### src/include/rob_settings.svh
`ifndef ROB_SETTINGS_SVH
`define ROB_SETTINGS_SVH

// datapath
`define XLEN         32

// register indices, 32 architectural and 64 physical
`define AREG_BITS    5
`define PREG_BITS    6

// reorder buffer geometry
`define ROB_DEPTH    16
`define ROB_BITS     4

// completion ports from the execution units
`define CPL_PORTS    4

// retirement slots per cycle
`define RETIRE_WIDTH 2

`endif

### src/verilog/rob_pkg.sv
`include "rob_settings.svh"

package rob_pkg;

    ////////////////////////////////////////////////////////////
    // front end records
    ////////////////////////////////////////////////////////////

    // one instruction offered by dispatch
    typedef struct packed {
        logic                   valid;
        logic [`AREG_BITS-1:0]  areg;      // architectural destination
        logic                   is_store;
        logic [`XLEN-1:0]       pc;
    } dispatch_t;

    // renamed instruction, rename -> rob
    typedef struct packed {
        logic                   valid;
        logic [`AREG_BITS-1:0]  areg;
        logic [`PREG_BITS-1:0]  preg_new;  // freshly popped from free list
        logic [`PREG_BITS-1:0]  preg_old;  // previous mapping of areg
        logic                   is_store;
        logic [`XLEN-1:0]       pc;
    } rob_alloc_t;

    ////////////////////////////////////////////////////////////
    // back end records
    ////////////////////////////////////////////////////////////

    // one per completion port
    typedef struct packed {
        logic                   valid;
        logic [`ROB_BITS-1:0]   tag;
        logic [`XLEN-1:0]       data;
    } complete_t;

    // one per retirement slot
    typedef struct packed {
        logic                   valid;
        logic [`AREG_BITS-1:0]  areg;
        logic [`PREG_BITS-1:0]  preg_old;  // goes back to the free list
        logic [`XLEN-1:0]       data;
        logic [`XLEN-1:0]       pc;
        logic                   is_store;
    } retire_t;

    // stored rob record
    typedef struct packed {
        logic                   busy;      // slot holds an instruction
        logic                   done;      // result has arrived
        logic [`AREG_BITS-1:0]  areg;
        logic [`PREG_BITS-1:0]  preg_new;
        logic [`PREG_BITS-1:0]  preg_old;
        logic                   is_store;
        logic [`XLEN-1:0]       pc;
        logic [`XLEN-1:0]       data;
    } rob_entry_t;

endpackage

### src/verilog/arch_reg_file.sv
`timescale 1ns/1ps
`include "rob_settings.svh"

module arch_reg_file
    import rob_pkg::*;
(
    input  logic                            clk,
    input  logic                            rstn,
    input  retire_t [`RETIRE_WIDTH-1:0]     retire,
    input  logic [`AREG_BITS-1:0]           rd_addr,
    output logic [`XLEN-1:0]                rd_data
);

    localparam int NUM_AREGS = 1 << `AREG_BITS;

    logic [`XLEN-1:0] regs [NUM_AREGS];

    // committed state, later slot overwrites an earlier one
    always_ff @(posedge clk or negedge rstn) begin
        if (!rstn) begin
            for (int r = 0; r < NUM_AREGS; r++) begin
                regs[r] <= '0;
            end
        end else begin
            for (int s = 0; s < `RETIRE_WIDTH; s++) begin
                if (retire[s].valid && !retire[s].is_store && retire[s].areg != '0) begin
                    regs[retire[s].areg] <= retire[s].data;
                end
            end
        end
    end

    // r0 is hardwired zero
    assign rd_data = (rd_addr == '0) ? '0 : regs[rd_addr];

endmodule

### config.mk
export PLATFORM = sky130hd
export DESIGN_NAME = arch_reg_file
export DESIGN_NICKNAME = d
export VERILOG_FILES = /design/src/verilog/rob_pkg.sv /design/src/verilog/arch_reg_file.sv
export VERILOG_INCLUDE_DIRS = /design/src /design/src/include
export SDC_FILE = /design/constraint.sdc
export NUM_CORES = 2
export LEC_CHECK = 0
export BUFFER_PORTS_ARGS = -buffer_cell sky130_fd_sc_hd__buf_4
export CAP_MARGIN = 20
export CORE_MARGIN = 2
export CORE_UTILIZATION = 45
export CTS_BUF_LIST = sky130_fd_sc_hd__clkbuf_16
export CTS_CLUSTER_SIZE = 10
export DETAILED_ROUTE_END_ITERATION = 8
export HOLD_SLACK_MARGIN = 0.08
export SLEW_MARGIN = 20
export SYNTH_ARGS = -nofsm -noshare
export SYNTH_HDL_FRONTEND = slang
export SYNTH_SLANG_ARGS = --single-unit
export TNS_END_PERCENT = 1
### constraint.sdc
create_clock -name clk -period 2.3 [get_ports clk]
set_input_delay 0.23 -clock clk [delete_from_list [all_inputs] [get_ports clk]]
set_output_delay 0.23 -clock clk [all_outputs]
set_load 0.03 [all_outputs]
Word-level counts from Yosys, hierarchy flattened
Cells that the tools add are included.
{ "classes": {"magnitude_cmp": 5, "n_mux": 12, "n_bitwise": 3, "reduce_logical": 11} }
{ "op_table": {"columns": ["operator", "n"], "rows": [
  ["$bwmux W1024", 2],
  ["$mux W1024", 2],
  ["$demux W32 S5", 2],
  ["$bmux W32 S5", 1],
  ["$mux W32", 5],
  ["$ge A6 B6 Y1 const B", 3],
  ["$not A5 Y6", 3],
  ["$lt A6 B1 Y1 const B", 2],
  ["$reduce_bool A5 Y1", 2],
  ["$logic_and A1 B1 Y1", 6],
  ["$logic_not A5 Y1", 1],
  ["$logic_not A1 Y1", 2]
]} }
{ "word_totals": {"regBits": 1024, "input_bits": 161, "out_inout_bits": 32, "word_cells": 63} }

Depth between registers and ports, before layout
{ "depth": {"ltp_word": 9, "depth_mapped": 8, "depth_no_buf": 4} }

Worst setup path after synthesis
Ideal clock, no wire load.
{ "synth_timing": {"kind": "input-to-output", "start": "input port rd_addr[2]", "end": "output port rd_data[17]", "arrival_ns": 2.204, "t_required_ns": 2.070, "setup_slack_ns": -0.134, "cell_stages": 8, "cell_sequence": "buf_2 -> or3b_2 -> clkbuf_1 -> buf_6 -> buf_2 -> o221ai_1 -> a221oi_1 -> a211oi_1"} }
{ "synth_between": {"elab_chain_len": 5, "elab_cells_between_ends": 6, "classes_between": "4 x mux; 1 x bitwise; 1 x reduce/logical"} }
{ "synth_lines": {"columns": ["element", "line", "text"], "rows": [
  ["start, declared", "arch_reg_file.sv:10", "input logic [`AREG_BITS-1:0] rd_addr,"],
  ["$not A5 Y6 (implied by the code)", "arch_reg_file.sv:34", "assign rd_data = (rd_addr == '0) ? '0 : regs[rd_addr];"],
  ["$bmux W32 S5", "arch_reg_file.sv:34", null],
  ["$mux W32 (implied by the code) (2 in a row)", "arch_reg_file.sv:34", null],
  ["$mux W32 (*)", "arch_reg_file.sv:34", null],
  ["end, declared", "arch_reg_file.sv:11", "output logic [`XLEN-1:0] rd_data"]
]} }
Mark *: on every way between the ends. The rest lies on a longest branch, timed or not. The select of a mux whose other input is x is not followed.

Worst setup path after layout
{ "layout_timing": {"start": "register regs[7] (netlist name)", "end": "output port rd_data[7]"} }
{ "layout_between": {"elab_chain_len": 4} }
{ "layout_lines": {"columns": ["element", "line", "text"], "rows": [
  ["start, declared", "arch_reg_file.sv:16", "logic [`XLEN-1:0] regs [NUM_AREGS];"],
  ["start signal, assigned by index", "arch_reg_file.sv:27", "regs[retire[s].areg] <= retire[s].data;"],
  ["$bmux W32 S5", "arch_reg_file.sv:34", null],
  ["$mux W32 (implied by the code) (2 in a row)", "arch_reg_file.sv:34", null],
  ["$mux W32", "arch_reg_file.sv:34", null]
]} }
Every way passes these cells. The select of a mux whose other input is x is not followed.

==> metrics.md <==
| Metric | Value |
|---|---|
| Status | `finished, violations left` |
| Failing checks | `negative setup slack` |
| Largest net degree at the start of global routing | `98` |
| Post-synth EDFFs | `0` |
| FMAX | `between 0.3 and 0.4 GHz` |
| Final hold violations | `0` |
| Pwr/cell area | `~810 nW/um^2` |
| Worst path cell trace | `mux2i_1 -> a22oi_1 -> nand4_1 -> a211oi_2 -> buf_4` |
| RePlAce Congestion | `roughly 0.85` |
| GRT Total Usage | `0.318` |
| Post-DP HPWL | `around 120000 um` |
| Finish-stage setup viols | `32` |
| Tmin final | `roughly 2.8 ns` |
| Setup ws final | `-0.488 ns` |
| I/O pins | `193` |
| Die area | `between 100000 and 150000 um^2` |
| Leakage | `around 0.03 uW` |
| Crit Path Max Fanout | `2` |
| Cell Count, Final, Fillers Out | `slightly above 7000` |
| Min-delay worst type | `primary input to flop` |
| Async SR Flop Fraction | `1.00` |
| PortBufs | `around 120` |
| Vias in the first global route | `between 40000 and 50000` |
| Synthesis Warnings | `0` |
| Most numerous cell in the Yosys netlist | `mux2i_1` |
| Clock Sinks | `between 1000 and 1500` |
| Synth area leader | `dfrtp_1` |
| Synth top area share | `0.462` |
| DR vias/cell | `6.14` |
| Largest stage delay on the critical path | `between 0.6 and 0.7 ns` |
| Syn nets | `approximately 5600` |
| Antenna violations before repair | `7` |
| Ratio of cells with drive above 1 in the final layout | `0.156` |
| Final Max Slew Viols | `0` |
| Synth area leaders | `dfrtp_1 (46%), mux2i_1 (23%), mux4_2 (5.2%)` |
| Final WL | `203000 um` |
| Netlist cell types | `39` |
| CTS HTree Levels | `3` |
| Iteration-0 DRC Markers | `approximately 5400` |
| Gate Count Post-Synth | `5457` |
| CTS buffer count | `117` |
| Clock transition at the registers of the reported paths | `roughly 0.060 ns` |
| Worst path required time | `just over 2 ns` |
| WL/cell | `between 20 and 30 um` |
| Setup Crit Path Kind | `flop to output port` |
| Drc violations | `0` |
| Nets | `about 5600` |
| Predominant post-synthesis flop cell | `dfrtp_1` |
| Max reg flops | `1024` |
| Mapped cell area | `~55000 um^2` |
| Startpoint Class | `flop` |
| Post-route cell area | `between 60000 and 70000 um^2` |
| Post-synthesis sequential area ratio | `0.462` |
| Skew-Pair Late Insertion Delay | `around 0.7 ns` |
| RSZ-0062 raised after global routing | `true` |
| Starting Density | `0.454` |
| P&R area growth vs syn | `17.1%` |
| Seq cells post-synth | `~1000` |
| Vias post-DR | `approximately 44000` |
| Clock Path Buffers | `3` |
| Reg with most FFs | `regs` |
| Worst slew pin tran | `approximately 0.79 ns` |
| Clock Skew | `0 ns` |
| Num rows | `~130` |
| Total grt overflow | `0` |
| First-pass iteration count of the detailed router | `7` |
| Max Cap Viol | `0` |
| CTS tree | `built` |
| Dpl cells | `a little under 7000` |
| CP max stage cell | `a211oi_2` |
| Cell family with most CP delay | `compound AO/OA/AOI/OAI gates` |
| Root buf cell | `clkbuf_16` |
| Commonest cells in the netlist | `mux2i_1 (1248), dfrtp_1 (1024), nand2_1 (562)` |
| Largest registers | `regs: 1024 flops` |
| Die span in x | `approximately 360 um` |
| Buf+Inv Stages, Crit Path | `1` |
| First-pass GRT wire length | `between 200000 and 300000 um` |
| CP arrival | `roughly 2.6 ns` |
| Worst Setup End Kind | `output port` |
| Placement Cell Area | `60100 um^2` |
| Core area | `approximately 120000 um^2` |
| Antenna Violating Nets Remaining | `0` |
| Max IR drop VDD | `around 0.68 mV` |
| Die Ht | `between 300 and 400 um` |
| Normalized max-slew margin | `0.470` |
| Final period utilization | `1.21` |
| Syn_area_per_cell | `around 10 um^2` |
worst paths after layout:
path | slack, ns | from | to | cells after the start
setup / recovery | -0.49 | regs[7] | rd_data[7] | 5
hold / removal | 0.18 | retire[149] | regs[714] | 5
setup reg to reg | 0.97 | regs[644] | regs[644] | 3
hold reg to reg | 0.37 | regs[1003] | regs[1003] | 0
max in group asynchronous | 1.35 | rstn | regs[853] | 3
min in group asynchronous | 0.29 | rstn | regs[225] | 3
timing repair:
| action | CTS | global route |
|---|---|---|
| hold endpoints to repair | 1774 | 0 |
| resized for setup | 91 | 19 |
| setup endpoints to repair | 32 | 32 |
| pin swaps | 19 | 20 |
| setup buffers | 1 | 4 |
| hold buffers | 98 | 0 |
report_power, final:
part           total, uW  internal [uW]  switching [uW]
combinational      11000           5550            5480
clock              16800           9150            7670
sequential         24600          22200            2320
tightest hold or removal path: stages:
cell	delay (ns)
buf_4	0.12
nor2b_1	0.05
buf_4	0.16
nand3_4	0.19
a21oi_1	0.09
routing by layer:
metal / global-route usage / up-vias / wire length [um]
met5: 0 / - / 0
met4: 0.104 / 0 / 7180
met3: 0.0535 / 404 / 17200
met2: 0.486 / 2122 / 91200
met1: 0.459 / 22048 / 86900
li1: - / 19274 / -
stage by stage:
stage | total power [uW] | worst slack, ns | utilization | hold slack [ns] | TNS [ns]
after detailed placement | 35000 | -0.529 | 0.492 | 0.173 | -8.02
after global placement | 34600 | -0.574 | 0.492 | 0.173 | -9.17
final | 52400 | -0.488 | 0.532 | 0.181 | -12.61
after floorplan | 31400 | -0.134 | - | -0.0656 | -2.85
after global routing | 54800 | -0.511 | 0.532 | 0.168 | -14.77
after CTS | 52300 | -0.489 | 0.531 | 0.143 | -13.90
cell families after synthesis:
kind of cell / Yosys count / synth area share
buffers and inverters: 649 / 0.0500
AND/OR/NAND/NOR: 1192 / 0.0880
flip-flops: 1024 / 0.462
multiplexers: 1408 / 0.284
AO/OA/AOI/OAI: 1184 / 0.116
cell usage in the layout (no fill, tap or decap), drive strengths merged, types with 8 or more instances in the layout:
| cell type | instances |
|---|---|
| nor3 | 24 |
| mux2i | 1248 |
| a221oi | 32 |
| a21oi | 544 |
| dfrtp | 1024 |
| nand3 | 13 |
| nand4 | 35 |
| clkbuf | 119 |
| nor3b | 8 |
| nor2 | 516 |
| a22oi | 32 |
| buf | 440 |
| dlygate4sd3 | 97 |
| mux4 | 128 |
| nand2 | 563 |
| inv | 33 |
| a211oi | 32 |
| mux2 | 32 |
| nand2b | 8 |
| o21ai | 480 |
| o221ai | 64 |
| clkinv | 14 |
area by class of cell:
class	count	area [um^2]
tap	1625	2030
fill	10713	57100
multi-input combinational	3784	28200
clock buffer	119	2980
clock inverter	46	253
inverter	1	3.75
antenna	2	5.00
timing repair buffer	537	5900
sequential	1024	25600
Power figures use the tool's default switching activity.
