**config.mk**
```make
export PLATFORM = sky130hd
export DESIGN_NAME = reorder_buffer
export DESIGN_NICKNAME = d
export VERILOG_FILES = /design/src/verilog/rob_pkg.sv /design/src/verilog/reorder_buffer.sv
export VERILOG_INCLUDE_DIRS = /design/src /design/src/include
export SDC_FILE = /design/constraint.sdc
export NUM_CORES = 2
export LEC_CHECK = 0
export BUFFER_PORTS_ARGS = -buffer_cell sky130_fd_sc_hd__buf_2
export CAP_MARGIN = 10
export CORE_MARGIN = 2
export CORE_UTILIZATION = 40
export CTS_CLUSTER_DIAMETER = 200
export CTS_CLUSTER_SIZE = 16
export DETAILED_ROUTE_END_ITERATION = 7
export MAX_ROUTING_LAYER = met4
export PLACE_DENSITY_LB_ADDON = 0.25
export SYNTH_ARGS = -nofsm -noshare
export SYNTH_HDL_FRONTEND = slang
export SYNTH_SLANG_ARGS = --single-unit
```
**constraint.sdc**
```tcl
create_clock -name clk -period 4.65 [get_ports clk]
set_input_delay 0.465 -clock clk [delete_from_list [all_inputs] [get_ports clk]]
set_output_delay 0.465 -clock clk [all_outputs]
set_load 0.05 [all_outputs]
```
**src/include/rob_settings.svh**
```systemverilog
`ifndef ROB_SETTINGS_SVH
`define ROB_SETTINGS_SVH

// datapath
`define XLEN         32

// register indices, 32 architectural and 64 physical
`define AREG_BITS    5
`define PREG_BITS    6

// reorder buffer geometry
`define ROB_DEPTH    16
`define ROB_BITS     4

// completion ports from the execution units
`define CPL_PORTS    4

// retirement slots per cycle
`define RETIRE_WIDTH 2

`endif

```
**src/verilog/rob_pkg.sv**
```systemverilog
`include "rob_settings.svh"

package rob_pkg;

    ////////////////////////////////////////////////////////////
    // front end records
    ////////////////////////////////////////////////////////////

    // one instruction offered by dispatch
    typedef struct packed {
        logic                   valid;
        logic [`AREG_BITS-1:0]  areg;      // architectural destination
        logic                   is_store;
        logic [`XLEN-1:0]       pc;
    } dispatch_t;

    // renamed instruction, rename -> rob
    typedef struct packed {
        logic                   valid;
        logic [`AREG_BITS-1:0]  areg;
        logic [`PREG_BITS-1:0]  preg_new;  // freshly popped from free list
        logic [`PREG_BITS-1:0]  preg_old;  // previous mapping of areg
        logic                   is_store;
        logic [`XLEN-1:0]       pc;
    } rob_alloc_t;

    ////////////////////////////////////////////////////////////
    // back end records
    ////////////////////////////////////////////////////////////

    // one per completion port
    typedef struct packed {
        logic                   valid;
        logic [`ROB_BITS-1:0]   tag;
        logic [`XLEN-1:0]       data;
    } complete_t;

    // one per retirement slot
    typedef struct packed {
        logic                   valid;
        logic [`AREG_BITS-1:0]  areg;
        logic [`PREG_BITS-1:0]  preg_old;  // goes back to the free list
        logic [`XLEN-1:0]       data;
        logic [`XLEN-1:0]       pc;
        logic                   is_store;
    } retire_t;

    // stored rob record
    typedef struct packed {
        logic                   busy;      // slot holds an instruction
        logic                   done;      // result has arrived
        logic [`AREG_BITS-1:0]  areg;
        logic [`PREG_BITS-1:0]  preg_new;
        logic [`PREG_BITS-1:0]  preg_old;
        logic                   is_store;
        logic [`XLEN-1:0]       pc;
        logic [`XLEN-1:0]       data;
    } rob_entry_t;

endpackage

```
**src/verilog/reorder_buffer.sv**
```systemverilog
`timescale 1ns/1ps
`include "rob_settings.svh"

module reorder_buffer
    import rob_pkg::*;
(
    input  logic                            clk,
    input  logic                            rstn,
    input  rob_alloc_t                      alloc,
    input  complete_t [`CPL_PORTS-1:0]      complete,
    output logic                            rob_full,
    output logic [`ROB_BITS-1:0]            tail_tag,
    output retire_t [`RETIRE_WIDTH-1:0]     retire
);

    rob_entry_t                     entries [`ROB_DEPTH];
    logic [`ROB_BITS-1:0]           head;
    logic [`ROB_BITS-1:0]           tail;
    logic [`ROB_BITS:0]             count;

    rob_entry_t                     new_entry;
    logic                           in_order;
    logic [`RETIRE_WIDTH-1:0]       ret_en;
    logic [`ROB_BITS-1:0]           ret_idx [`RETIRE_WIDTH];
    logic [`ROB_BITS:0]             n_retire;
    retire_t [`RETIRE_WIDTH-1:0]    retire_d;

    assign rob_full = (count == `ROB_DEPTH);
    assign tail_tag = tail;                     // tag handed to this dispatch

    ////////////////////////////////////////////////////////////
    // dispatch record
    ////////////////////////////////////////////////////////////

    always_comb begin
        new_entry          = '0;
        new_entry.busy     = 1'b1;
        new_entry.areg     = alloc.areg;
        new_entry.preg_new = alloc.preg_new;
        new_entry.preg_old = alloc.preg_old;
        new_entry.is_store = alloc.is_store;
        new_entry.pc       = alloc.pc;
    end

    ////////////////////////////////////////////////////////////
    // retirement select
    ////////////////////////////////////////////////////////////

    // head first, a younger slot only behind a retiring older one
    always_comb begin
        in_order = 1'b1;
        n_retire = '0;
        retire_d = '0;
        for (int s = 0; s < `RETIRE_WIDTH; s++) begin
            ret_idx[s] = head + `ROB_BITS'(s);
            ret_en[s]  = in_order && entries[ret_idx[s]].busy && entries[ret_idx[s]].done;
            in_order   = ret_en[s];
            if (ret_en[s]) begin
                retire_d[s].valid    = 1'b1;
                retire_d[s].areg     = entries[ret_idx[s]].areg;
                retire_d[s].preg_old = entries[ret_idx[s]].preg_old;
                retire_d[s].data     = entries[ret_idx[s]].data;
                retire_d[s].pc       = entries[ret_idx[s]].pc;
                retire_d[s].is_store = entries[ret_idx[s]].is_store;
                n_retire             = n_retire + 1'b1;
            end
        end
    end

    ////////////////////////////////////////////////////////////
    // entry store and pointers
    ////////////////////////////////////////////////////////////

    always_ff @(posedge clk or negedge rstn) begin
        if (!rstn) begin
            for (int i = 0; i < `ROB_DEPTH; i++) begin
                entries[i] <= '0;
            end
            head   <= '0;
            tail   <= '0;
            count  <= '0;
            retire <= '0;
        end else begin
            retire <= retire_d;        // valids pulse for one cycle

            // free the slots that just retired
            for (int s = 0; s < `RETIRE_WIDTH; s++) begin
                if (ret_en[s]) begin
                    entries[ret_idx[s]].busy <= 1'b0;
                    entries[ret_idx[s]].done <= 1'b0;
                end
            end

            // tail slot is never busy here, full already stalls dispatch
            if (alloc.valid) begin
                entries[tail] <= new_entry;
                tail          <= tail + 1'b1;
            end

            // tagged writeback, one port per tag per cycle
            for (int p = 0; p < `CPL_PORTS; p++) begin
                if (complete[p].valid) begin
                    entries[complete[p].tag].done <= 1'b1;
                    entries[complete[p].tag].data <= complete[p].data;
                end
            end

            head  <= head + n_retire[`ROB_BITS-1:0];
            count <= count + {{`ROB_BITS{1'b0}}, alloc.valid} - n_retire;
        end
    end

endmodule

```
* Yosys cells after proc, flatten, opt, wreduce, memory -nomap -nowiden *
Cells that the tools add are included.

storage, ports and cells
  output and inout port bits = 159
  logic and storage cells = 237
  register bits = 1,511
  bits of input ports = 201

cells by class
  $lt $le $gt $ge = 14
  reduce and logical (&&, ||, !) cells = 10
  muxes and demuxes = 56
  equal/unequal tests = 1
  bitwise logic cells = 7
  $add $sub $neg = 6

operators by type and width
  kind                                                                           number
  1344-bit bitwise mux                                                           13
  1344-bit two-way mux                                                           7
  84-bit demux with 4-bit select                                                 13
  84-bit binary-select mux with 4-bit select                                     2
  84-bit two-way mux                                                             7
  83-bit two-way mux                                                             6
  77-bit two-way mux                                                             2
  32-bit two-way mux                                                             4
  5-bit >= comparator (second input constant)                                    7
  5-bit by 1-bit less-than comparator with 1-bit output (second input constant)  7
  4-bit inverter with 5-bit output                                               7
  1-bit logical AND                                                              10
  4-bit by 1-bit adder with 4-bit output (second input constant)                 2
  5-bit by 1-bit adder with 5-bit output                                         1
  5-bit by 1-bit adder with 5-bit output (second input constant)                 1
  5-bit equality test (second input constant)                                    1
  5-bit two-way mux                                                              1
  5-bit subtractor                                                               1
  4-bit adder                                                                    1
  1-bit two-way mux                                                              1

* Logic depth before layout (Yosys ltp) *
  depth in word-level cells = 25
  depth in mapped cells = 20
  gate-level depth less buffers = 16

* Worst setup path after synthesis *
OpenSTA, ideal clock, no wires.

  path kind = register to register
  start point = register head[0]
  end point = register count[4]
  required time = 4.527 ns
  period minus slack after synthesis = 3.967 ns
  path buffers = 4
  stages on the path, launching flop included = 20
  arrival = 3.844 ns
  library setup time = 0.123 ns
  setup slack = 0.683 ns
  path through = dfrtp_1 ha_1 buf_2 xnor2_1 buf_2 mux4_2 o21ai_2 o21ai_2 buf_2 buf_6 inv_1 ha_1 ha_1 inv_1 ha_1 fa_1 a21oi_1 nor2_1 nor2_1 xnor2_1

on the way
  word-level cells in the longest chain between the ends = 9
  elaborated cells on any way between the ends = 16
  those cells by class = 3 x add/sub; 8 x mux; 2 x bitwise; 3 x reduce/logical

RTL lines
  item                                                                                                                  RTL line                                    text
  start: declaration                                                                                                    reorder_buffer.sv:17                        logic [`ROB_BITS-1:0] head;
  start signal: assignment                                                                                              reorder_buffer.sv:108                       head <= head + n_retire[`ROB_BITS-1:0];
  4-bit by 1-bit adder with 4-bit output or 4-bit inverter with 5-bit output (tied branches)                            reorder_buffer.sv:55, reorder_buffer.sv:56
  4-bit inverter with 5-bit output (not written as such) or 84-bit binary-select mux with 4-bit select (tied branches)  reorder_buffer.sv:56                        ret_en[s] = in_order && entries[ret_idx[s]].busy && entries[ret_idx[s]].done;
  84-bit binary-select mux with 4-bit select or 84-bit two-way mux (tied branches)                                      --
  84-bit two-way mux                                                                                                    --
  84-bit two-way mux or 1-bit logical AND (tied branches)                                                               --
  1-bit logical AND                                                                                                     reorder_buffer.sv:56
  1-bit logical AND *                                                                                                   reorder_buffer.sv:56
  via in_order                                                                                                          reorder_buffer.sv:22                        logic in_order;
  5-bit two-way mux *                                                                                                   reorder_buffer.sv:58                        if (ret_en[s]) begin
  5-bit subtractor *                                                                                                    reorder_buffer.sv:109                       count <= count + {{`ROB_BITS{1'b0}}, alloc.valid} - n_retire;
  end signal: assignment                                                                                                reorder_buffer.sv:109
  end: declaration                                                                                                      reorder_buffer.sv:19                        logic [`ROB_BITS:0] count;

The timed path passes the listed nets; every way through them passes the cells marked *. The select of a mux whose other input is x is not followed.
A chain may end at the register's enable or synchronous reset.

* Worst setup path in the final report *
Same ends and word-level chain as after synthesis.

==> run metrics <==
status finished, violations left; violated checks DRC; largest net degree at the start of global routing 141; initial core utilization between 40 and 50%; CTS tree yes; CP cell instances ha_1 -> xnor2_2 -> mux4_2 -> or3_1 -> o21ai_2 -> o21ai_4 -> inv_1 -> ha_1 -> ha_1 -> inv_1 -> ha_1 -> fa_1 -> a21oi_1 -> nor2_1 -> nor2_1 -> xnor2_1; post-DR wirelength/cell roughly 39 um; core area 205,000 sq um; unrepaired setup endpoints after global routing false; number of core rows approximately 170; Routed WL 368,000 um; grt ovf 0; GPL Wtd Cong ~0.95; post-layout min period approximately 4.1 ns; largest family of logic cells by synthesized area multiplexers; clock latency at the later pin of the worst-skew pair about 0.79 ns; Detail Route Antenna Nets 0; maximum fanout count along the critical path 9; fin crit share a little under 90%; Vias/cell around 7.4; CTS resizes 0; number of setup buffers added after CTS 0; # IOs between 300 and 400; GRT Overall Usage about a third; YS warnings 0; Synth async-reset ratio 100.0%; sequential area share after synthesis a little over two fifths; Compound-Gate Fraction of Synth Area 17.13%; layout cell share with drive strength beyond 1 between 30% and 40%; Die X between 400 and 500 um; Mapped Cells between 7,000 and 8,000; antenna violations before repair about 100; Layout Utilization 43.91%; die height between 400 and 500 um; Max stage delay cell, worst path dfrtp_4; final-report setup violation count 0; met2 Use GR between 40% and 50%; Crit Path Class flop to flop; Post-Syn Area 82,620 sq um; DIE AREA 210,200 sq um; Worst Path Arrival roughly 4.8 ns; CTS Buffer Depth 3; Slew HR 14.44%; post-detailed-route DRC marker count 2; multiplexer share of the synthesized area ~27%; PwrDens ~740 nW/um^2; Post-synth EDFFs 0; Req. time, crit path between 5 and 6 ns; Final Hold Vio Count 0; Fmax approximately 0.24 GHz; via count ~70,000; maxcap violations 0; CTS root buffer clkbuf_16; H-tree levels 3; Worst-path clk slew approximately 0.08 ns; Most used DFF post-synth dfrtp_1; post-DP HPWL slightly below 200,000 um; most used routing layer met2; Worst IR Drop VDD about 0.0012 V; first-pass GRT wire length ~520,000 um; port bufs between 300 and 400; Min-Delay Path Class primary input to flop; worst-case clock skew approximately 0.036 ns; Worst path max stage delay between 0.5 and 0.6 ns; Crit. End Element flop; CTS sink count 1,415; TNS Setup 0 ns; CTS Buf Count 98; adder-cell area share of the yosys netlist less than 1%; most numerous cell on the critical path ha_1; met3 GRT Util 16.81%; P&R area growth vs syn 8.941%; final-stage net count 6,952; First DRT Iteration DRCs approximately 11,000; #FFs+latches synth roughly 1,400; final max-slew violation count 0; syn_area_per_cell 11.76 sq um; Net Count, Synth roughly 7,200; Pleak about 38 nW; fraction of synthesized cell area in xor and xnor cells less than 1%; Worst setup SP type flop; Tightest Pin Transition roughly 1.3 ns; R2R setup slack 0.57 ns; First-pass DRT Iterations 8; vias in the first global route 68,290; met1 GRT Util a little over two fifths; Synth cell types approximately 60; Synth Area in Simple Gates under 10%
==> critical path, delay by kind of cell (launching register included) <==
family	cells	cell delay, ns
DFF	1	0.57
xor gates and xnor gates	2	0.44
buffers and inverters	2	0.13
AOI/OAI and AO/OA	3	0.51
adders and majority gates	5	1.48
muxes	1	0.35
and+or+nand+nor	3	0.51
==> synthesized netlist by cell type (all sizes together) (19+ instances only) <==
library cell,count,area share (%)
nor2,553,2.5
mux2i,78,0.96
buf,250,1.3
mux4,692,19
o21ai,58,0.36
a21oi,42,0.25
and2,80,0.61
a221o,480,5.8
and3,78,0.59
mux2,530,7.2
a22oi,534,4.9
dfrtp,1415,43
clkbuf,721,3.3
ha,20,0.30
nand2,763,3.5
nor3,19,0.13
a211oi,556,5.2
==> layout by cell type, fill, tap and decap left out, drive strengths merged, types with 112 or more instances in the layout <==
cell	count
a221o	480
mux2	530
buf	549
dfrtp	1415
a22oi	534
mux4	692
a211oi	556
nor2	553
diode	112
nand2	763
==> per-layer routing <==
layer,routed length [um],vias to the layer above
met2,152100,6200
met1,134100,35870
met4,23610,0
li1,-,26670
met3,58240,1622
met5,0,-
==> cell type report <==
cell class              count  area (sq um)
well taps                2688          3363
repair buffers            575          3934
clock buffers             101          2485
flip-flops and latches   1415         35420
multi-input cells        4625         44340
inverters                  14         55.05
fillers                 18710        115000
clock inverters             6         130.1
diodes                    112         280.3
==> final timing paths <==
check	end	from	depth (start not counted)
worst max-delay path	count[4]$_DFF_PN0_	head[0]$_DFF_PN0_	16
worst min-delay path	flop	alloc[13]	3
worst max register to register	count[4]$_DFF_PN0_	head[0]$_DFF_PN0_	16
worst min register to register	flop	flop	2
max in group asynchronous	entries[1189]$_DFF_PN0_	rstn	3
min in group asynchronous	asynchronous set/reset pin	rstn	2
==> metrics by stage <==
stage / instance area [sq um] / hold WS [ns] / std cells / total power [mW] / setup WS [ns]
2_1_floorplan: 82620 / 0.1694 / 7025 / 46.85 / 0.6826
3_3_place_gp: 86820 / 0.4702 / 9290 / 56.25 / 0.5589
3_5_place_dp: 86820 / 0.4802 / 9290 / 57.14 / 0.6269
4_1_cts: 89700 / 0.0003500 / 9423 / 65.70 / 0.5912
5_1_grt: 89970 / 0.02439 / 9521 / 69.22 / 0.3813
6_report: 90010 / 0.04694 / 9536 / 66.32 / 0.5666
==> kinds of logic after synthesis <==
family                   count (synthesis)
AO/OA/AOI/OAI                         1730
XOR/XNOR                                12
adder cells (fa/ha/maj)                 22
buffers and inverters                  985
flip-flops                            1415
multiplexers                          1300
AND/OR/NAND/NOR                       1561
==> power breakdown <==
group          leakage (nW)  internal (mW)  total [mW]  switching, mW
Sequential             17.7           17.4        21.4           3.96
Clock                  1.28           3.82        8.57           4.75
Combinational          19.1           18.0        36.4           18.4
Total                  38.1           39.2        66.3           27.1
==> what timing repair did <==
| item | 4_1_cts | 5_1_grt |
|---|---|---|
| hold endpoints to repair | 158 | 0 |
| endpoints found under the setup margin | 0 | 0 |
| hold buffers | 26 | 0 |
Note: power is estimated with default switching activity, not from simulation.
