### src/include/rob_settings.svh
`ifndef ROB_SETTINGS_SVH
`define ROB_SETTINGS_SVH

// datapath
`define XLEN         32

// register indices, 32 architectural and 64 physical
`define AREG_BITS    5
`define PREG_BITS    6

// reorder buffer geometry
`define ROB_DEPTH    16
`define ROB_BITS     4

// completion ports from the execution units
`define CPL_PORTS    4

// retirement slots per cycle
`define RETIRE_WIDTH 2

`endif

### src/verilog/rob_pkg.sv
`include "rob_settings.svh"

package rob_pkg;

    ////////////////////////////////////////////////////////////
    // front end records
    ////////////////////////////////////////////////////////////

    // one instruction offered by dispatch
    typedef struct packed {
        logic                   valid;
        logic [`AREG_BITS-1:0]  areg;      // architectural destination
        logic                   is_store;
        logic [`XLEN-1:0]       pc;
    } dispatch_t;

    // renamed instruction, rename -> rob
    typedef struct packed {
        logic                   valid;
        logic [`AREG_BITS-1:0]  areg;
        logic [`PREG_BITS-1:0]  preg_new;  // freshly popped from free list
        logic [`PREG_BITS-1:0]  preg_old;  // previous mapping of areg
        logic                   is_store;
        logic [`XLEN-1:0]       pc;
    } rob_alloc_t;

    ////////////////////////////////////////////////////////////
    // back end records
    ////////////////////////////////////////////////////////////

    // one per completion port
    typedef struct packed {
        logic                   valid;
        logic [`ROB_BITS-1:0]   tag;
        logic [`XLEN-1:0]       data;
    } complete_t;

    // one per retirement slot
    typedef struct packed {
        logic                   valid;
        logic [`AREG_BITS-1:0]  areg;
        logic [`PREG_BITS-1:0]  preg_old;  // goes back to the free list
        logic [`XLEN-1:0]       data;
        logic [`XLEN-1:0]       pc;
        logic                   is_store;
    } retire_t;

    // stored rob record
    typedef struct packed {
        logic                   busy;      // slot holds an instruction
        logic                   done;      // result has arrived
        logic [`AREG_BITS-1:0]  areg;
        logic [`PREG_BITS-1:0]  preg_new;
        logic [`PREG_BITS-1:0]  preg_old;
        logic                   is_store;
        logic [`XLEN-1:0]       pc;
        logic [`XLEN-1:0]       data;
    } rob_entry_t;

endpackage

### src/verilog/rename_unit.sv
`timescale 1ns/1ps
`include "rob_settings.svh"

module rename_unit
    import rob_pkg::*;
(
    input  logic                            clk,
    input  logic                            rstn,
    input  dispatch_t                       dispatch,   // valid already gated by stall
    input  retire_t [`RETIRE_WIDTH-1:0]     retire,
    output rob_alloc_t                      alloc,
    output logic                            free_empty
);

    localparam int NUM_AREGS = 1 << `AREG_BITS;
    localparam int NUM_PREGS = 1 << `PREG_BITS;

    // speculative mapping, areg -> preg
    logic [`PREG_BITS-1:0]      map_table [NUM_AREGS];

    // ring of free physical indices
    logic [`PREG_BITS-1:0]      free_list [NUM_PREGS];
    logic [`PREG_BITS-1:0]      fl_head;
    logic [`PREG_BITS-1:0]      fl_tail;
    logic [`PREG_BITS:0]        fl_count;

    logic                       do_alloc;
    logic [`RETIRE_WIDTH-1:0]   push_en;
    logic [`PREG_BITS-1:0]      push_idx [`RETIRE_WIDTH];
    logic [`PREG_BITS-1:0]      tail_next;
    logic [`PREG_BITS:0]        n_release;

    assign free_empty = (fl_count == '0);

    // stores have no destination, so they neither pop nor remap
    assign do_alloc = dispatch.valid && !dispatch.is_store;

    ////////////////////////////////////////////////////////////
    // allocation, combinational from dispatch and map table
    ////////////////////////////////////////////////////////////

    always_comb begin
        alloc          = '0;
        alloc.valid    = dispatch.valid;
        alloc.areg     = dispatch.areg;
        alloc.is_store = dispatch.is_store;
        alloc.pc       = dispatch.pc;
        if (!dispatch.is_store) begin
            alloc.preg_new = free_list[fl_head];
            alloc.preg_old = map_table[dispatch.areg];
        end
    end

    ////////////////////////////////////////////////////////////
    // release, pack retired old pregs onto the tail
    ////////////////////////////////////////////////////////////

    always_comb begin
        tail_next = fl_tail;
        n_release = '0;
        for (int s = 0; s < `RETIRE_WIDTH; s++) begin
            push_en[s]  = retire[s].valid && !retire[s].is_store;
            push_idx[s] = tail_next;
            if (push_en[s]) begin
                tail_next = tail_next + 1'b1;
                n_release = n_release + 1'b1;
            end
        end
    end

    always_ff @(posedge clk or negedge rstn) begin
        if (!rstn) begin
            for (int r = 0; r < NUM_AREGS; r++) begin
                map_table[r] <= `PREG_BITS'(r);                 // identity
            end
            for (int i = 0; i < NUM_PREGS; i++) begin
                if (i < NUM_AREGS) begin
                    free_list[i] <= `PREG_BITS'(NUM_AREGS + i);  // p32..p63 free
                end else begin
                    free_list[i] <= '0;
                end
            end
            fl_head  <= '0;
            fl_tail  <= `PREG_BITS'(NUM_AREGS);
            fl_count <= (`PREG_BITS+1)'(NUM_AREGS);
        end else begin
            if (do_alloc) begin
                map_table[dispatch.areg] <= free_list[fl_head];
                fl_head                  <= fl_head + 1'b1;
            end

            for (int s = 0; s < `RETIRE_WIDTH; s++) begin
                if (push_en[s]) begin
                    free_list[push_idx[s]] <= retire[s].preg_old;
                end
            end
            fl_tail <= tail_next;

            // pop and push may land on the same edge
            fl_count <= fl_count + n_release - {{`PREG_BITS{1'b0}}, do_alloc};
        end
    end

endmodule

### config.mk
export PLATFORM = sky130hd
export DESIGN_NAME = rename_unit
export DESIGN_NICKNAME = d
export VERILOG_FILES = /design/src/verilog/rob_pkg.sv /design/src/verilog/rename_unit.sv
export VERILOG_INCLUDE_DIRS = /design/src /design/src/include
export SDC_FILE = /design/constraint.sdc
export NUM_CORES = 1
export LEC_CHECK = 0
export ABC_AREA = 1
export BUFFER_PORTS_ARGS = -buffer_cell sky130_fd_sc_hd__clkbuf_2
export CORE_AREA = 3 3 254 256
export CTS_CLUSTER_DIAMETER = 150
export DETAILED_ROUTE_END_ITERATION = 7
export DIE_AREA = 0 0 257 259
export PLACE_DENSITY = 0.73
export SYNTH_ARGS = -nofsm -noshare
export SYNTH_HDL_FRONTEND = slang
export SYNTH_SLANG_ARGS = --single-unit
### constraint.sdc
create_clock -name clk -period 5.55 [get_ports clk]
set_input_delay 0.2775 -clock clk [delete_from_list [all_inputs] [get_ports clk]]
set_output_delay 0.2775 -clock clk [all_outputs]
set_load 0.005 [all_outputs]
## Word-level counts from Yosys, hierarchy flattened

Cells that the tools add are included.

| word-level totals | value |
|---|---|
| word-level logic and storage cells | 148 |
| register bits after elaboration | 595 |
| bits of input ports | 195 |
| output and inout port bits | 52 |
| bits in writable memories | 0 |
| latch bits | 0 |
| memories kept | 0 |
| bits in read-only memories | 0 |

| cells by class | value |
|---|---|
| div/mod/pow operators | 0 |
| shifts and indexed selects | 0 |
| reductions and logical operators | 10 |
| add/subtract/negate cells | 6 |
| bitwise operators | 4 |
| magnitude comparators | 7 |
| equality and inequality tests | 0 |
| multiplexer cells | 22 |
| $mul | 0 |

Operators with widths:

| cell | number |
|---|---|
| bitwise mux 384 bit | 2 |
| 2-to-1 mux 384 bit | 2 |
| bitwise mux 192 bit | 1 |
| demux 6 bit (select 6 bit) | 2 |
| 2-to-1 mux 6 bit | 9 |
| binary-select mux 6 bit (select 6 bit) | 1 |
| binary-select mux 6 bit (select 5 bit) | 1 |
| demux 6 bit (select 5 bit) | 1 |
| >= comparator 7 bit, second input constant | 3 |
| inverter 6 -> 7 bit | 3 |
| adder 6 x 1 -> 6 bit, second input constant | 3 |
| less-than comparator 7 x 1 -> 1 bit, second input constant | 2 |
| 2-to-1 mux 12 bit | 1 |
| adder 7 x 1 -> 7 bit, second input constant | 1 |
| adder 7 bit | 1 |
| zero test 7 bit | 1 |
| 2-to-1 mux 7 bit | 1 |
| subtractor 7 x 1 -> 7 bit | 1 |
| >= comparator 6 bit, second input constant | 1 |
| logical AND 1 bit | 6 |
| less-than comparator 6 x 1 -> 1 bit, second input constant | 1 |
| inverter 5 -> 6 bit | 1 |
| zero test 1 bit | 3 |
| 2-to-1 mux 1 bit | 1 |

## Logic depth before layout (Yosys ltp)

Gate-level depths: netlist (run 1).

| depth | value |
|---|---|
| depth in word-level cells | 10 |
| gate-level depth with buffers | 14 |
| gate-level depth less buffers | 14 |

## Worst setup path after synthesis (run 1)

Ideal clock, no wire load.

| path | value |
|---|---|
| kind | input to register |
| from | input retire[153] in the netlist's numbering |
| to | register fl_count[6] |
| data arrival time | 2.261 ns |
| stages | 14 |
| setup slack | 3.209 ns |
| setup time | 0.079 ns |
| cells stage by stage | inv_1 nor2_1 ha_1 inv_1 ha_1 inv_1 ha_1 fa_1 a21oi_1 o21bai_1 a21oi_1 nor2_1 nor2_1 xor2_1 |

| between the ends | value |
|---|---|
| word-level cells in the longest chain between the ends | 4 |

Ends and longest elaborated chain:

| item | line | RTL |
|---|---|---|
| from (decl) | rename_unit.sv:10 | `` input retire_t [`RETIRE_WIDTH-1:0] retire, `` |
| logical AND 1 bit | rename_unit.sv:62 | `push_en[s] = retire[s].valid && !retire[s].is_store;` |
| 2-to-1 mux 7 bit | rename_unit.sv:64 | `if (push_en[s]) begin` |
| adder 7 bit | rename_unit.sv:100 | `` fl_count <= fl_count + n_release - {{`PREG_BITS{1'b0}}, do_alloc}; `` |
| subtractor 7 x 1 -> 7 bit | rename_unit.sv:100 |  |
| to (signal assigned) | rename_unit.sv:85 | `` fl_count <= (`PREG_BITS+1)'(NUM_AREGS); `` |
| to (signal assigned) | rename_unit.sv:100 |  |
| to (decl) | rename_unit.sv:25 | `` logic [`PREG_BITS:0] fl_count; `` |

No other way between the ends.
A chain may end at the register's enable or synchronous reset.

==> summary.md, run 1 <==
| Metric | Value |
|---|---|
| Flops & latches, synth | `595` |
| Synthesized instance count | `between 5k and 6k` |
| Critical Path RT | `5.27 ns` |
| Layout area overhead | `7.04%` |
| Proportion of power drawn by the clock network | `22.7%` |
| WL per Instance | `18.5 microns` |
| Placed Area | `between 30000 and 40000 sq um` |
| Reg clk slew, reported paths | `0.06 ns` |
| DRT iter0 DRCs | `3430` |
| Commonest non-fill, non-tap cell in the layout | `nand2_1` |
| Final setup violating endpoints | `0` |
| Clock Path Buffers | `3` |
| Critical path cell sequence | `clkinv_1 > nand2_1 > a21oi_1 > nor2_1 > nand2_1 > nand3_1 > a21oi_1 > clkbuf_2` |
| Final HPWL DP | `approximately 60000 microns` |
| FP Rows | `92` |
| Global route total overflow | `0` |
| Antenna cells | `0` |
| Die ar. | `66600 sq um` |
| Clock root buffer master | `clkbuf_16` |
| DRC | `5` |
| RSZ-0062 raised after global routing | `false` |
| Design area | `36600 sq um` |
| Gr usage total | `around a third` |
| Power, Total | `19.9 mW` |
| Vias in the first global route | `just over 30k` |
| Worst-margin pin slew | `1.14 ns` |
| PwrDens | `543 nW/um^2` |
| Final Cycle Share | `between 70 and 80%` |
| Place WS | `2.05 ns` |
| CTS resizes | `0` |
| Pins Over Slew Limit | `0` |
| First-pass GRT wire length | `169000 microns` |
| Die span in y | `259 microns` |
| Final RePlAce weighted congestion | `0.904` |
| Post-synth net total | `5254` |
| Routed vias | `32.1k` |
| Sw frac | `42.2%` |
| Critical Path AT | `3.95 ns` |
| ANT nets after route | `0` |
| Num Clock Sinks | `slightly below 600` |
| Synth Cell Area | `around 34000 sq um` |
| P_sw | `8.41 mW` |
| Crit end category | `primary output` |
| Distinct cells, synth | `31` |
| CP max stage delay | `1.00 ns` |
| Layout cell share with drive strength beyond 1 | `9.00%` |
| Synth warn | `0` |
| Latest clock arrival within the worst-skew pair | `0.63 ns` |
| Leak pwr | `18.1 nW` |
| # Max-Cap Violations | `0` |
| Largest net degree at the start of global routing | `143` |
| DIE WIDTH | `257 microns` |
| Clk_skew | `0.0231 ns` |
| CP Launch Type | `flop` |
| PortBufs | `44` |
| TritonCTS clock tree | `built` |
| Status | `finished with violations` |
| Pre-antenna DRT Iters | `8` |
| Vias/cell | `5.60` |
| Average size of a mapped cell | `6.78 sq um` |
| Total core area | `62700 sq um` |
| Failing checks | `design-rule violations` |
| # nets final | `5042` |
| Total negative setup slack | `0 ns` |
| Minimum clock period after layout | `4.23 ns` |
| Final hold vios | `0` |
| Post-CTS Hold Fix Bufs | `1` |
| Drt total wl | `106000 microns` |
| H-Tree Depth | `3` |
| Hold WC Path Type | `in2reg` |
| Gate power share | `39.4%` |
| Antenna violations before repair | `0` |
| Starting Density | `54.5%` |
| Max IR drop VDD | `0.000467 V` |
| I/O pin cnt | `247` |
| CP max FO | `26` |
| CP Class | `reg2out` |
| Fmax | `236 MHz` |
| CTS buffer count | `68` |
| PnR worst setup slack | `1.32 ns` |
| Post-synthesis sequential area ratio | `approximately 44%` |
| Most frequent cells in the layout | `nand2_1 (2483), nand3_1 (571), o21ai_0 (422), dfrtp_1 (399), inv_1 (207)` |
| Critical path's slowest cell | `dfrtp_1` |
| Postcts setup bufs | `0` |
| Slew headroom | `23.6%` |
| Fin Hold WS | `0.123 ns` |
| Pint | `11.5 mW` |
| Sequential share of power | `37.9%` |
[layer usage]
| metal | vias up | share of wire [%] | wire [microns] | global-route usage (%) |
|---|---|---|---|---|
| met1 | 14800 | 41 | 43700 | 43.0 |
| met5 | - | 0 | 0 | 0 |
| met2 | 1431 | 45 | 48100 | 50.2 |
| li1 | 15600 | - | - | - |
| met3 | 300 | 8.9 | 9480 | 4.93 |
| met4 | 0 | 4.6 | 4840 | 14.3 |
[critical path, delay by kind of cell (launching register included)]
kind | cells | cell delay (ns)
compound gates | 2 | 0.39
buf+inv | 2 | 0.37
simple gates | 4 | 1.55
flops | 1 | 1.00
[synth_stat cells]
master / instances / area share, %
nand2_1: 2483 / 27
nand3_1: 571 / 8.4
o21ai_0: 422 / 6.2
dfrtp_1: 401 / 29
clkbuf_1: 229 / 2.5
inv_1: 208 / 2.3
dfstp_2: 194 / 15
nor2_1: 132 / 1.4
a22oi_1: 96 / 2.1
buf_2: 72 / 1.1
buf_4: 58 / 1.3
a21oi_1: 52 / 0.76
buf_1: 30 / 0.33
nor3_1: 19 / 0.28
o211ai_1: 18 / 0.40
ha_1: 14 / 0.51
xor2_1: 13 / 0.33
clkinv_1: 10 / 0.11
inv_2: 3 / 0.033
nor2_2: 3 / 0.055
nor3_2: 3 / 0.088
nor4_1: 2 / 0.037
xnor2_1: 2 / 0.051
xor2_2: 2 / 0.095
a21o_1: 1 / 0.022
fa_1: 1 / 0.059
nand2_2: 1 / 0.018
nor2_4: 1 / 0.033
nor2_8: 1 / 0.059
o21ai_1: 1 / 0.015
o21bai_1: 1 / 0.022
[cell families (layout without fill, tap and decap cells)]
kind of cell    after synthesis  count (layout)  synth area share, %
buf+inv                     610             453                 7.59
compound gates              591             591                 9.50
xor+xnor                     17              17                0.479
simple gates               3216            3216                 37.6
flops                       595             595                 44.2
fa+ha+maj                    15              15                0.571
[power groups by stage]
stage	clock [mW]	sequential, mW	combinational, mW
finish	4.51	7.55	7.84
global route	4.72	7.77	8.81
CTS	4.56	7.52	7.73
detailed placement	0	7.55	7.70
global placement	0	7.52	7.55
floorplan	0	7.15	5.76
[per-stage QoR]
stage / utilization, % / std cells
final: 58.4 / 5733
after global routing: 58.4 / 5733
after CTS: 58.4 / 5733
after detailed placement: 54.9 / 5607
after global placement: 54.9 / 5607
after floorplan: - / 5044
[cell type report]
cell class | count | area [sq um]
tap | 846 | 1060
clock inverter | 21 | 228
sequential | 595 | 15100
clock buffer | 104 | 1950
timing repair buffer | 107 | 808
fill | 5901 | 26100
multi-input combinational | 3839 | 16600
inverter | 221 | 832
[sequential cells by signal (all words and copies together) (netlist names)]
signal     count
fl_count       7
fl_head        6
fl_tail        6
free_list    384
map_table    192
[path summary, 6_finish.rpt]
path / start / to / slack, ns / cells past startpoint
setup / recovery: fl_head[2] / alloc[41] / 1.32 / 8
hold / removal: retire[77] / fl_tail[1] / 0.12 / 4
setup reg to reg: fl_head[2] / map_table[140] / 1.88 / 10
hold reg to reg: map_table[121] / map_table[121] / 0.46 / 2
max in group asynchronous: rstn / map_table[150] / 4.02 / 3
min in group asynchronous: rstn / fl_count[6] / 0.27 / 2
No activity file was read; power rests on OpenSTA's default activity.
==> inputs of run 2 (changes only) <==
clock period = 4.35 ns   (was 5.55 ns; I/O delays follow)
==> run 2 against run 1 <==
Compared with the run above:
- the run now ends clean
- power up 29%
- die area unchanged
- setup slack lost 0.90 ns
- worst hold slack worse by 0.087 ns
- non-clock buffer count rose by 24
- via count up 1.7%
- largest cell class unchanged
- largest power group unchanged
- critical path depth is 3 higher
- sequential share of layout area fell by 0.30 points
- critical endpoint is now alloc[44]
- final cell count is 0.37% higher
==> summary.md, run 2 (synthesized netlist as in run 1, its figures left out) <==
| Metric | Value |
|---|---|
| Routed vias | `32.6k` |
| Place WS | `approximately 1.1 ns` |
| Clk_skew | `0.0163 ns` |
| Antenna violations before repair | `1` |
| Die ar. | `66600 sq um` |
| Fin Hold WS | `0.0355 ns` |
| R2R setup slack | `0.97 ns` |
| Drt total wl | `108000 microns` |
| Design area | `36900 sq um` |
| CP most frequent cell | `nand2_1` |
| RSZ-0062 raised after global routing | `false` |
| GRT busiest layer | `met2` |
| Regs by FF count | `free_list x384, map_table x192, fl_count x7` |
| Final HPWL DP | `64000 microns` |
| CTS buffer count | `69` |
| Layout cell share with drive strength beyond 1 | `9.58%` |
| DRC | `0` |
| # Max-Cap Violations | `0` |
| Crit end category | `primary output` |
| Slew headroom | `20.1%` |
| Filler cells | `approximately 6k` |
| PortBufs | `44` |
| Critical path cell sequence | `inv_4 > buf_4 > nand2_1 > nand2_1 > nand2_1 > nand3_1 > nand3_1 > nand2_1 > nand3_1 > a21oi_1 > clkbuf_2` |
| Total negative setup slack | `0 ns` |
| Placed Area | `around 35000 sq um` |
| Max IR drop VDD | `around 0.00075 V` |
| Antenna cells | `0` |
| Layout area overhead | `7.82%` |
| Die span in y | `259 microns` |
| # nets final | `roughly 5.1k` |
| Leak pwr | `around 18 nW` |
| Total core area | `between 60000 and 70000 sq um` |
| FP Rows | `92` |
| Starting Density | `54.5%` |
| Fmax | `254 MHz` |
| CP max stage delay | `0.65 ns` |
| Critical Path RT | `4.13 ns` |
| Global route total overflow | `0` |
| ANT nets after route | `0` |
| Critical Path AT | `between 3 and 4 ns` |
| Clock root buffer master | `clkbuf_16` |
| Final hold vios | `0` |
| Largest net degree at the start of global routing | `between 100 and 150` |
| Minimum clock period after layout | `3.93 ns` |
| Post-CTS Hold Fix Bufs | `1` |
| Final RePlAce weighted congestion | `0.919` |
| Vias in the first global route | `about 30k` |
| PnR worst setup slack | `between 0.4 and 0.5 ns` |
| Most frequent cells in the layout | `nand2_1 (2483), nand3_1 (571), o21ai_0 (422), dfrtp_1 (399), inv_1 (207)` |
| Pins Over Slew Limit | `0` |
| WL per Instance | `18.8 microns` |
| Postcts setup bufs | `0` |
| CP Class | `reg2out` |
| Largest Register | `free_list` |
| Clock Path Buffers | `3` |
| DIE WIDTH | `about 260 microns` |
| DRT iter0 DRCs | `3480` |
| Latest clock arrival within the worst-skew pair | `0.61 ns` |
| TritonCTS clock tree | `built` |
| Met2 Resource Use GR | `51.3%` |
| Final Cycle Share | `roughly 90%` |
| Critical path's slowest cell | `dfrtp_4` |
| Vias/cell | `5.67` |
| H-Tree Depth | `3` |
| I/O pin cnt | `247` |
| CTS resizes | `0` |
| Final setup violating endpoints | `0` |
| Met1 usage in global routing | `a little over two fifths` |
| Max reg flops | `384` |
| M3 GR Usage | `under 10%` |
| Status | `completed` |
| CP max FO | `56` |
| Hold WC Path Type | `in2reg` |
| Worst-margin pin slew | `1.20 ns` |
| CP Launch Type | `flop` |
| Commonest non-fill, non-tap cell in the layout | `nand2_1` |
| Reg clk slew, reported paths | `0.06 ns` |
| Pre-antenna DRT Iters | `6` |
| Gr usage total | `32.0%` |
| Num Clock Sinks | `595` |
| PwrDens | `694 nW/um^2` |
| First-pass GRT wire length | `170000 microns` |
==> run 2: cell count changes in the layout (fill, tap and decap cells not counted) <==
cell        previous run  this run
buf_12                 7        13
buf_4                 61        79
bufinv_16              4         0
clkbuf_1              26        17
clkbuf_8               9        23
clkinv_2              11         9
clkinvlp_4             0         1
inv_6                  6         2
inv_8                  0         1
==> run 2: per-layer routing <==
metal	up-vias	wire, microns
met1	15100	43300
met3	357	10200
met5	-	15
li1	15600	-
met2	1585	49500
met4	2	5310
==> run 2: final timing paths <==
check / start / to / depth (start not counted)
min reg2reg: map_table[72] / map_table[72] / 2
min in group asynchronous: rstn / fl_count[1] / 2
max in group asynchronous: rstn / free_list[374] / 3
max: fl_head[0] / alloc[44] / 11
min: retire[142] / free_list[348] / 3
max reg2reg: fl_head[0] / map_table[99] / 13
==> run 2: report_power, final <==
group	internal (mW)	leakage [nW]	total, mW	switching [mW]
clock	3.32	1.09	5.70	2.38
sequential	8.21	7.39	9.48	1.27
combinational	3.23	9.78	10.4	7.19
total	14.8	18.3	25.6	10.8
==> run 2: per-stage QoR <==
step	utilization, %	std cells	power [mW]
6_report	58.8	5754	25.6
5_1_grt	58.8	5754	27.3
4_1_cts	58.8	5754	25.4
3_5_place_dp	55.3	5631	19.6
3_3_place_gp	55.3	5631	19.4
2_1_floorplan	-	5044	16.5
==> run 2: cell type report <==
cell class	instances	area (sq um)	area share (%)
Timing Repair Buffer	131	1060	2.88
Clock buffer	109	2110	5.71
Clock inverter	13	81.3	0.221
Inverter	221	832	2.26
Multi-Input combinational cell	3839	16600	45.0
Tap cell	846	1060	2.87
Sequential cell	595	15100	41.1
==> run 2: worst max-delay path: cells and delay by family (launching register included) <==
kind / cells / cell delay (ns)
AND/OR/NAND/NOR: 7 / 0.84
AO/OA/AOI/OAI: 1 / 0.45
buffers and inverters: 3 / 1.11
flip-flops: 1 / 0.65
